`src/common/mul_pkg.sv`:
```
package mul_pkg;

	localparam int xlen = 64;
	localparam int tag_w = 4;

	typedef enum logic [2:0] {
		mul_lo    = 3'd0,
		mul_hi_ss = 3'd1,
		mul_hi_su = 3'd2,
		mul_hi_uu = 3'd3,
		mul_w     = 3'd4
	} mul_op_e;

	typedef struct packed {
		mul_op_e          op;
		logic [tag_w-1:0] tag;
		logic [xlen-1:0]  a;
		logic [xlen-1:0]  b;
	} mul_req_t;

	typedef struct packed {
		mul_op_e          op;
		logic [tag_w-1:0] tag;
		logic [xlen-1:0]  mag_a;
		logic [xlen-1:0]  mag_b;
		logic             neg; // product sign
	} mul_job_t;

	typedef struct packed {
		mul_op_e           op;
		logic [tag_w-1:0]  tag;
		logic              neg;
		logic [2*xlen-1:0] prod; // unsigned magnitude product
	} mul_prod_t;

	typedef struct packed {
		logic [tag_w-1:0] tag;
		logic [xlen-1:0]  result;
	} mul_resp_t;

	function automatic logic op_is_word(input mul_op_e op);
		return op == mul_w;
	endfunction

	// low result bits do not depend on operand signedness
	function automatic logic a_signed(input mul_op_e op);
		return op inside {mul_lo, mul_hi_ss, mul_hi_su, mul_w};
	endfunction

	function automatic logic b_signed(input mul_op_e op);
		return op inside {mul_lo, mul_hi_ss, mul_w};
	endfunction

endpackage

```
`src/mul_unit/mul_operand_prep.sv`:
```
`timescale 1ns/1ps

module mul_operand_prep #(
	parameter int IN_CREDITS = 2
) (
	input  logic               clk,
	input  logic               reset,
	input  logic               flush,
	input  logic               req_valid,
	input  mul_pkg::mul_req_t  req,
	output logic               in_credit,
	output logic               job_valid,
	output mul_pkg::mul_job_t  job,
	input  logic               core_idle
);
	import mul_pkg::*;

	localparam int ptr_w = (IN_CREDITS > 1) ? $clog2(IN_CREDITS) : 1;
	localparam int cnt_w = $clog2(IN_CREDITS + 1);

	mul_req_t         q_mem [IN_CREDITS];
	logic [ptr_w-1:0] wr_ptr;
	logic [ptr_w-1:0] rd_ptr;
	logic [cnt_w-1:0] count;
	logic             push;
	logic             pop;
	mul_req_t         head;
	logic [xlen-1:0]  opa;
	logic [xlen-1:0]  opb;
	logic             sa;
	logic             sb;

	assign push = req_valid && !flush;
	assign job_valid = count != '0;
	assign pop = job_valid && core_idle && !flush;
	assign in_credit = pop; // credit back to the issuer as a slot frees

	always_ff @(posedge clk) begin
		if (reset || flush) begin
			wr_ptr <= '0;
			rd_ptr <= '0;
			count <= '0;
		end else begin
			if (push)
				wr_ptr <= (wr_ptr == ptr_w'(IN_CREDITS - 1)) ? '0 : wr_ptr + 1'b1;
			if (pop)
				rd_ptr <= (rd_ptr == ptr_w'(IN_CREDITS - 1)) ? '0 : rd_ptr + 1'b1;
			count <= count + cnt_w'(push) - cnt_w'(pop);
		end
	end

	always_ff @(posedge clk) begin
		if (push)
			q_mem[wr_ptr] <= req;
	end

	always_comb begin
		head = q_mem[rd_ptr];
		if (op_is_word(head.op)) begin
			sa = a_signed(head.op) && head.a[31];
			sb = b_signed(head.op) && head.b[31];
			opa = {{32{sa}}, head.a[31:0]}; // upper bits ignored
			opb = {{32{sb}}, head.b[31:0]};
		end else begin
			sa = a_signed(head.op) && head.a[xlen-1];
			sb = b_signed(head.op) && head.b[xlen-1];
			opa = head.a;
			opb = head.b;
		end
		job.op = head.op;
		job.tag = head.tag;
		job.mag_a = sa ? ~opa + 1'b1 : opa;
		job.mag_b = sb ? ~opb + 1'b1 : opb;
		job.neg = sa ^ sb;
	end

	// issuer must hold a credit for every push
	a_no_push_full: assert property (@(posedge clk) disable iff (reset || flush)
		req_valid |-> count < cnt_w'(IN_CREDITS))
		else $error("operand queue overrun, issuer credit violation");

endmodule

```
`src/mul_unit/mul_shift_add.sv`:
```
`timescale 1ns/1ps

module mul_shift_add (
	input  logic               clk,
	input  logic               reset,
	input  logic               flush,
	input  logic               job_valid,
	input  mul_pkg::mul_job_t  job,
	output logic               core_idle,
	output logic               prod_valid,
	output mul_pkg::mul_prod_t prod,
	input  logic               fmt_ready
);
	import mul_pkg::*;

	localparam int cnt_w = $clog2(xlen);

	typedef enum logic [1:0] {
		st_idle,
		st_run,
		st_done
	} state_e;

	state_e            state;
	logic [2*xlen-1:0] acc;
	logic [2*xlen-1:0] mcand;
	logic [xlen-1:0]   mplier;
	logic [cnt_w-1:0]  bit_cnt;
	logic [cnt_w-1:0]  last_bit;
	mul_op_e           op_q;
	logic [tag_w-1:0]  tag_q;
	logic              neg_q;
	logic              take;

	assign core_idle = state == st_idle;
	assign take = job_valid && core_idle;
	assign last_bit = op_is_word(op_q) ? cnt_w'(31) : cnt_w'(xlen - 1);

	always_ff @(posedge clk) begin
		if (reset || flush) begin
			state <= st_idle;
		end else begin
			case (state)
				st_idle: begin
					if (job_valid)
						state <= st_run;
				end
				st_run: begin
					if (bit_cnt == last_bit)
						state <= st_done;
				end
				st_done: begin
					if (fmt_ready)
						state <= st_idle; // formatter took it
				end
				default: state <= st_idle;
			endcase
		end
	end

	always_ff @(posedge clk) begin
		if (take) begin
			acc <= '0;
			mcand <= {{xlen{1'b0}}, job.mag_a};
			mplier <= job.mag_b;
			bit_cnt <= '0;
			op_q <= job.op;
			tag_q <= job.tag;
			neg_q <= job.neg;
		end else if (state == st_run) begin
			if (mplier[0])
				acc <= acc + mcand;
			mcand <= mcand << 1;
			mplier <= mplier >> 1;
			bit_cnt <= bit_cnt + 1'b1;
		end
	end

	assign prod_valid = state == st_done;
	assign prod.op = op_q;
	assign prod.tag = tag_q;
	assign prod.neg = neg_q;
	assign prod.prod = acc;

	// a waiting job stays put until the core is idle to take it
	a_job_wait: assert property (@(posedge clk) disable iff (reset || flush)
		(job_valid && !core_idle) |=> (job_valid && $stable(job)))
		else $error("job changed before the core took it");

	// word jobs must carry a 32-bit multiplier
	a_mplier_used: assert property (@(posedge clk) disable iff (reset || flush)
		prod_valid |-> mplier == '0)
		else $error("multiplier bits left over at the end of the run");

endmodule

```
`src/mul_unit/mul_result_fmt.sv`:
```
`timescale 1ns/1ps

module mul_result_fmt #(
	parameter int OUT_CREDITS = 2
) (
	input  logic               clk,
	input  logic               reset,
	input  logic               flush,
	input  logic               prod_valid,
	input  mul_pkg::mul_prod_t prod,
	output logic               fmt_ready,
	output logic               resp_valid,
	output mul_pkg::mul_resp_t resp,
	input  logic               out_credit
);
	import mul_pkg::*;

	localparam int ptr_w = (OUT_CREDITS > 1) ? $clog2(OUT_CREDITS) : 1;
	localparam int cnt_w = $clog2(OUT_CREDITS + 1);

	mul_resp_t         rbuf [OUT_CREDITS];
	logic [ptr_w-1:0]  wr_ptr;
	logic [ptr_w-1:0]  rd_ptr;
	logic [cnt_w-1:0]  count;
	logic [cnt_w-1:0]  cred;
	logic [2*xlen-1:0] full;
	logic [xlen-1:0]   res;
	logic              wr_en;
	logic              send;

	always_comb begin
		full = prod.neg ? ~prod.prod + 1'b1 : prod.prod; // whole 128-bit negate
		case (prod.op)
			mul_lo:  res = full[xlen-1:0];
			mul_w:   res = {{32{full[31]}}, full[31:0]};
			default: res = full[2*xlen-1:xlen];
		endcase
	end

	assign fmt_ready = count != cnt_w'(OUT_CREDITS);
	assign wr_en = prod_valid && fmt_ready && !flush;
	assign send = (count != '0) && (cred != '0) && !flush;
	assign resp_valid = send;
	assign resp = rbuf[rd_ptr];

	always_ff @(posedge clk) begin
		if (reset || flush) begin
			wr_ptr <= '0;
			rd_ptr <= '0;
			count <= '0;
		end else begin
			if (wr_en)
				wr_ptr <= (wr_ptr == ptr_w'(OUT_CREDITS - 1)) ? '0 : wr_ptr + 1'b1;
			if (send)
				rd_ptr <= (rd_ptr == ptr_w'(OUT_CREDITS - 1)) ? '0 : rd_ptr + 1'b1;
			count <= count + cnt_w'(wr_en) - cnt_w'(send);
		end
	end

	always_ff @(posedge clk) begin
		if (wr_en) begin
			rbuf[wr_ptr].tag <= prod.tag;
			rbuf[wr_ptr].result <= res;
		end
	end

	always_ff @(posedge clk) begin
		if (reset)
			cred <= cnt_w'(OUT_CREDITS); // flush leaves this alone
		else
			cred <= cred - cnt_w'(send) + cnt_w'(out_credit);
	end

	a_cred_bound: assert property (@(posedge clk) disable iff (reset)
		cred <= cnt_w'(OUT_CREDITS))
		else $error("consumer returned more credits than granted");

	// core must hold its product while the buffer is full
	a_prod_hold: assert property (@(posedge clk) disable iff (reset || flush)
		(prod_valid && !fmt_ready) |=> (prod_valid && $stable(prod)))
		else $error("product dropped under back-pressure");

endmodule

```
`src/hdl/mul_top.sv`:
```
`timescale 1ns/1ps

module mul_top #(
	parameter int IN_CREDITS  = 2,
	parameter int OUT_CREDITS = 2
) (
	input  logic               clk,
	input  logic               reset,
	input  logic               flush,
	input  logic               req_valid,
	input  mul_pkg::mul_req_t  req,
	output logic               in_credit,
	output logic               resp_valid,
	output mul_pkg::mul_resp_t resp,
	input  logic               out_credit
);
	import mul_pkg::*;

	logic      job_valid;
	mul_job_t  job;
	logic      core_idle;
	logic      prod_valid;
	mul_prod_t prod;
	logic      fmt_ready;

	mul_operand_prep #(
		.IN_CREDITS(IN_CREDITS)
	) mul_operand_prep_i (
		.clk(clk),
		.reset(reset),
		.flush(flush),
		.req_valid(req_valid),
		.req(req),
		.in_credit(in_credit),
		.job_valid(job_valid),
		.job(job),
		.core_idle(core_idle)
	);

	mul_shift_add mul_shift_add_i (
		.clk(clk),
		.reset(reset),
		.flush(flush),
		.job_valid(job_valid),
		.job(job),
		.core_idle(core_idle),
		.prod_valid(prod_valid),
		.prod(prod),
		.fmt_ready(fmt_ready)
	);

	mul_result_fmt #(
		.OUT_CREDITS(OUT_CREDITS)
	) mul_result_fmt_i (
		.clk(clk),
		.reset(reset),
		.flush(flush),
		.prod_valid(prod_valid),
		.prod(prod),
		.fmt_ready(fmt_ready),
		.resp_valid(resp_valid),
		.resp(resp),
		.out_credit(out_credit)
	);

endmodule

```
`config.mk`:
```
export PLATFORM = sky130hd
export DESIGN_NAME = mul_top
export DESIGN_NICKNAME = d
export VERILOG_FILES = /design/src/common/mul_pkg.sv /design/src/mul_unit/mul_operand_prep.sv /design/src/mul_unit/mul_shift_add.sv /design/src/mul_unit/mul_result_fmt.sv /design/src/hdl/mul_top.sv
export SDC_FILE = /design/constraint.sdc
export NUM_CORES = 2
export LEC_CHECK = 0
export ABC_AREA = 1
export ABC_CLOCK_PERIOD_IN_PS = 8900
export BUFFER_PORTS_ARGS = -buffer_cell sky130_fd_sc_hd__buf_4
export CORE_ASPECT_RATIO = 1.2
export CORE_MARGIN = 3
export CORE_UTILIZATION = 50
export CTS_CLUSTER_SIZE = 16
export DETAILED_ROUTE_END_ITERATION = 8
export GPL_ROUTABILITY_DRIVEN = 0
export HOLD_SLACK_MARGIN = 0.1
export PLACE_DENSITY = 0.66
export SETUP_SLACK_MARGIN = 0.5
export SLEW_MARGIN = 30
export SYNTH_ARGS = -nofsm -noshare
export SYNTH_HDL_FRONTEND = slang
export SYNTH_SLANG_ARGS = --single-unit
```
`constraint.sdc`:
```
create_clock -name clk -period 8.9 [get_ports clk]
set_clock_uncertainty 0.1 [all_clocks]
set_input_delay 0.89 -clock clk [delete_from_list [all_inputs] [get_ports clk]]
set_output_delay 0.89 -clock clk [all_outputs]
set_load 0.005 [all_outputs]
```
==> flow_metrics.py <==
metrics = {
    "final_layout": {
        "areaGrowthSynthToFinish_pct": 10.5,
        "post_route_cells_drive_above_1_share": 0.0728,
        "layout.cells.most_common_list": "nand2_1, inv_1, nor2_1",
        "final_net_count": 7649,
        "layout_commonest_cell": "nand2_1",
        "post-route-cell-area_mm2": 0.0558,
    },
    "worst_setup_path": {
        "setup.worst_path.end_class": "register",
        "critical_path_peak_fanout": 58,
        "cp.depth": 18,
        "worst-endpoint-arrival_ns": 5.28,
        "critical_path.n_buffers_inverters": 5,
        "critical_path.most_common_cell": "nand2_1",
        "critPathLaunchType": "register",
        "path_cells": "buf_4 -> nand2_1 -> nand2_4 -> nor2_4 -> nand2_2 -> buf_4 -> inv_1 -> nand2_1 -> nand2_1 -> buf_4 -> inv_2 -> nand2_1 -> nand2_1 -> nor2_4 -> nand2_1 -> nand2_1 -> nand3_1 -> nand2_1",
        "regToRegSetupSlack_ns": 3.93,
        "critPathRequiredTime_ns": 9.21,
        "largest_delay_share_family_worst_path": "buffers and inverters",
        "worst_r2r_endpoint": "mul_shift_add_i.mplier[53]",
        "endpoint": "mul_shift_add_i.mplier[53]",
        "cp_slowest_cell": "dfxtp_4",
        "worstRegToRegCells": 18,
        "timing_worst_setup_path_type": "reg2reg",
        "maximum_cell_stage_delay_along_the_critical_path_ns": 0.68,
    },
    "routing": {
        "wl_mm": 180,
        "firstDrtPassIters": 9,
        "dr.first_iter.drc_count": 5192,
        "route.vias.total": 48500,
        "detail_route.wl_per_cell_um": 20.6,
        "post_drt_via_cell_ratio": 5.55,
        "antenna_left": 0,
        "drc": 0,
    },
    "power_and_ir_drop": {
        "cellPowerDensity_mw_per_mm2": 210,
        "irDropWorstVdd_uv": 220,
        "cellLeakagePower_nw": 25.8,
    },
    "logic_synthesis": {
        "synthesis.area_mm2": 0.0505,
        "seq_area_frac_synth": 0.406,
        "synth.lib_cells_used.distinct": 49,
        "syn_nets": 7511,
        "synth_area_per_inst_um2": 6.98,
        "synth.ff_latch_count": 754,
        "synth_edf_count": 542,
        "synth_warnings": 0,
        "asyncSetResetFlopFracSynth": 0,
        "ys_dominant_reg_cell": "edfxtp_1",
        "area_leader_netlist": "edfxtp_1",
        "synthTopCellsByArea": "edfxtp_1, nand2_1, inv_1",
        "syn_inst": 7233,
        "synthDominantCellAreaShare": 0.322,
    },
    "sta": {
        "layout_min_cycle_time_ns": 4.97,
        "timing.final.max_slew_violations": 0,
        "finalCritPeriodShare": 0.558,
        "timing_worst_slew_pin_value_ns": 1.05,
        "timing.final.setup_violations": 0,
        "setup_tns_ns": 0,
        "grt_setup_unrepaired": "no",
        "normalized_max_slew_margin": 0.303,
        "max_freq_ghz": 0.201,
        "hold_viol_final": 0,
    },
    "job": {
        "timing.max_cap.violations": 0,
    },
    "hold_path": {
        "min-delay-start": "req[74]",
        "holdCritPathClass": "in2reg",
        "whs_path_depth": 1,
    },
    "clocking": {
        "cts_tree": "built",
        "worst_setup_hold_path_clk_slew_ns": 0.07,
        "post_cts_resize_count": 0,
        "worstSkewPairLatency_ns": 0.68,
        "postCtsSetupRepairBufs": 0,
        "clockRootBuffer": "clkbuf_16",
        "cts.hold.buffers_added": 0,
        "cts_max_path_buffers": 3,
        "numCtsBuffers": 78,
        "htree_levels": 3,
        "clock_sinks": 754,
    },
    "global_routing": {
        "grt_pass1_vias": 45100,
        "grt_antenna_before_repair": 1,
        "grt-ovfl-total": 0,
        "grt_pass1_wl_mm": 267,
        "maximum_number_of_pins_on_one_net_before_global_route_repair": 136,
        "grt_util_all_layers": 0.338,
    },
    "floorplan": {
        "die_w_um": 296,
        "die-height_um": 354,
        "die-area_mm2": 0.105,
        "initial_utilization": 0.504,
        "total_core_area_mm2": 0.100,
        "row_count": 127,
        "io-pin-count": 210,
    },
    "outcome": {
        "run_status": "completed",
    },
    "placed_design": {
        "dpl_cell_area_mm2": 0.0532,
        "dp.final_hpwl_mm": 140,
        "place.port_buffers": 209,
    },
}
Yosys cell counts, types with 31 or more instances:
master,n
mux2_2,68
nand2_1,2335
nand3_1,467
a21oi_1,258
xor2_1,144
o21bai_1,46
dfxtp_1,212
clkbuf_1,116
nor2_1,750
inv_1,1166
edfxtp_1,542
o22ai_1,66
buf_2,35
ha_1,137
o211ai_1,58
o21ai_0,391
nor2_2,31
nand4_1,106
nor3_1,62
flip-flops by register name, indices dropped and copies added, names as in the netlist, named ones only:
name	count
mul_operand_prep_i.q_mem	270
mul_result_fmt_i.count	2
mul_shift_add_i.tag_q	4
mul_operand_prep_i.wr_ptr	1
mul_result_fmt_i.rbuf	136
mul_result_fmt_i.cred	2
mul_shift_add_i.mcand	128
mul_shift_add_i.op_q	3
mul_operand_prep_i.rd_ptr	1
mul_operand_prep_i.count	2
mul_result_fmt_i.rd_ptr	1
mul_shift_add_i.acc	128
mul_shift_add_i.state	2
mul_shift_add_i.neg_q	1
mul_shift_add_i.mplier	64
mul_result_fmt_i.wr_ptr	1
mul_shift_add_i.bit_cnt	6
through the flow:
step	worst slack, ns	utilization	cells	hold slack (ns)	power [mW]
global route	3.52	0.557	8726	0.293	12.3
finish	3.93	0.557	8728	0.307	11.7
detailed placement	3.92	0.531	8581	0.338	8.21
floorplan	1.40	-	7233	0.321	6.87
CTS	3.89	0.557	8726	0.271	11.6
global placement	4.02	0.531	8581	0.324	8.17
cells by family (layout without fill, tap and decap cells):
family                     count (synthesis)  after routing  synth area share
other                                      0              2                 0
adders and majority gates                138            138            0.0344
xor gates and xnor gates                 169            169            0.0293
AOI/OAI and AO/OA                        897            897            0.0980
muxes                                     69             69            0.0154
buffers and inverters                   1367           1570             0.105
DFF                                      754            754             0.406
and+or+nand+nor                         3839           3839             0.311
worst min-delay path by stage:
stage,end,slack (ns)
2_1_floorplan,mul_result_fmt_i.rbuf[0][64],0.32
3_3_place_gp,mul_result_fmt_i.rbuf[0][66],0.32
3_5_place_dp,mul_result_fmt_i.rbuf[1][64],0.34
4_1_cts,mul_operand_prep_i.q_mem[1][74],0.27
5_1_grt,mul_operand_prep_i.q_mem[0][69],0.29
6_report,mul_operand_prep_i.q_mem[1][74],0.31
power by group:
part           switching, mW  total (mW)  internal [mW]
Sequential             0.428        4.51           4.08
Combinational           2.75        3.84           1.09
Clock                   1.46        3.37           1.91
worst reg2reg max path, cell delays in order, from the launching register on:
cell	delay [ns]
dfxtp_4	0.68
buf_4	0.60
nand2_1	0.20
nand2_4	0.13
nor2_4	0.05
nand2_2	0.50
buf_4	0.49
inv_1	0.12
nand2_1	0.11
nand2_1	0.06
buf_4	0.23
inv_2	0.67
nand2_1	0.22
nand2_1	0.22
nor2_4	0.08
nand2_1	0.08
nand2_1	0.05
nand3_1	0.06
nand2_1	0.06
cell type report:
cell class	count	area, µm²
clock inverters	33	435
fillers	9746	44300
well taps	1290	1610
diodes	2	5.00
inverters	1180	4430
clock buffers	112	2190
multi-input cells	5112	24700
flip-flops and latches	754	20500
repair buffers	245	1880
layer usage:
layer / up-vias / track usage / wire length, µm
met5: - / 0 / 0
met4: 0 / 0.272 / 18000
met3: 717 / 0.0686 / 16700
met2: 2443 / 0.538 / 80000
met1: 21800 / 0.395 / 65400
li1: 23500 / - / -
Power figures use the tool's default switching activity.
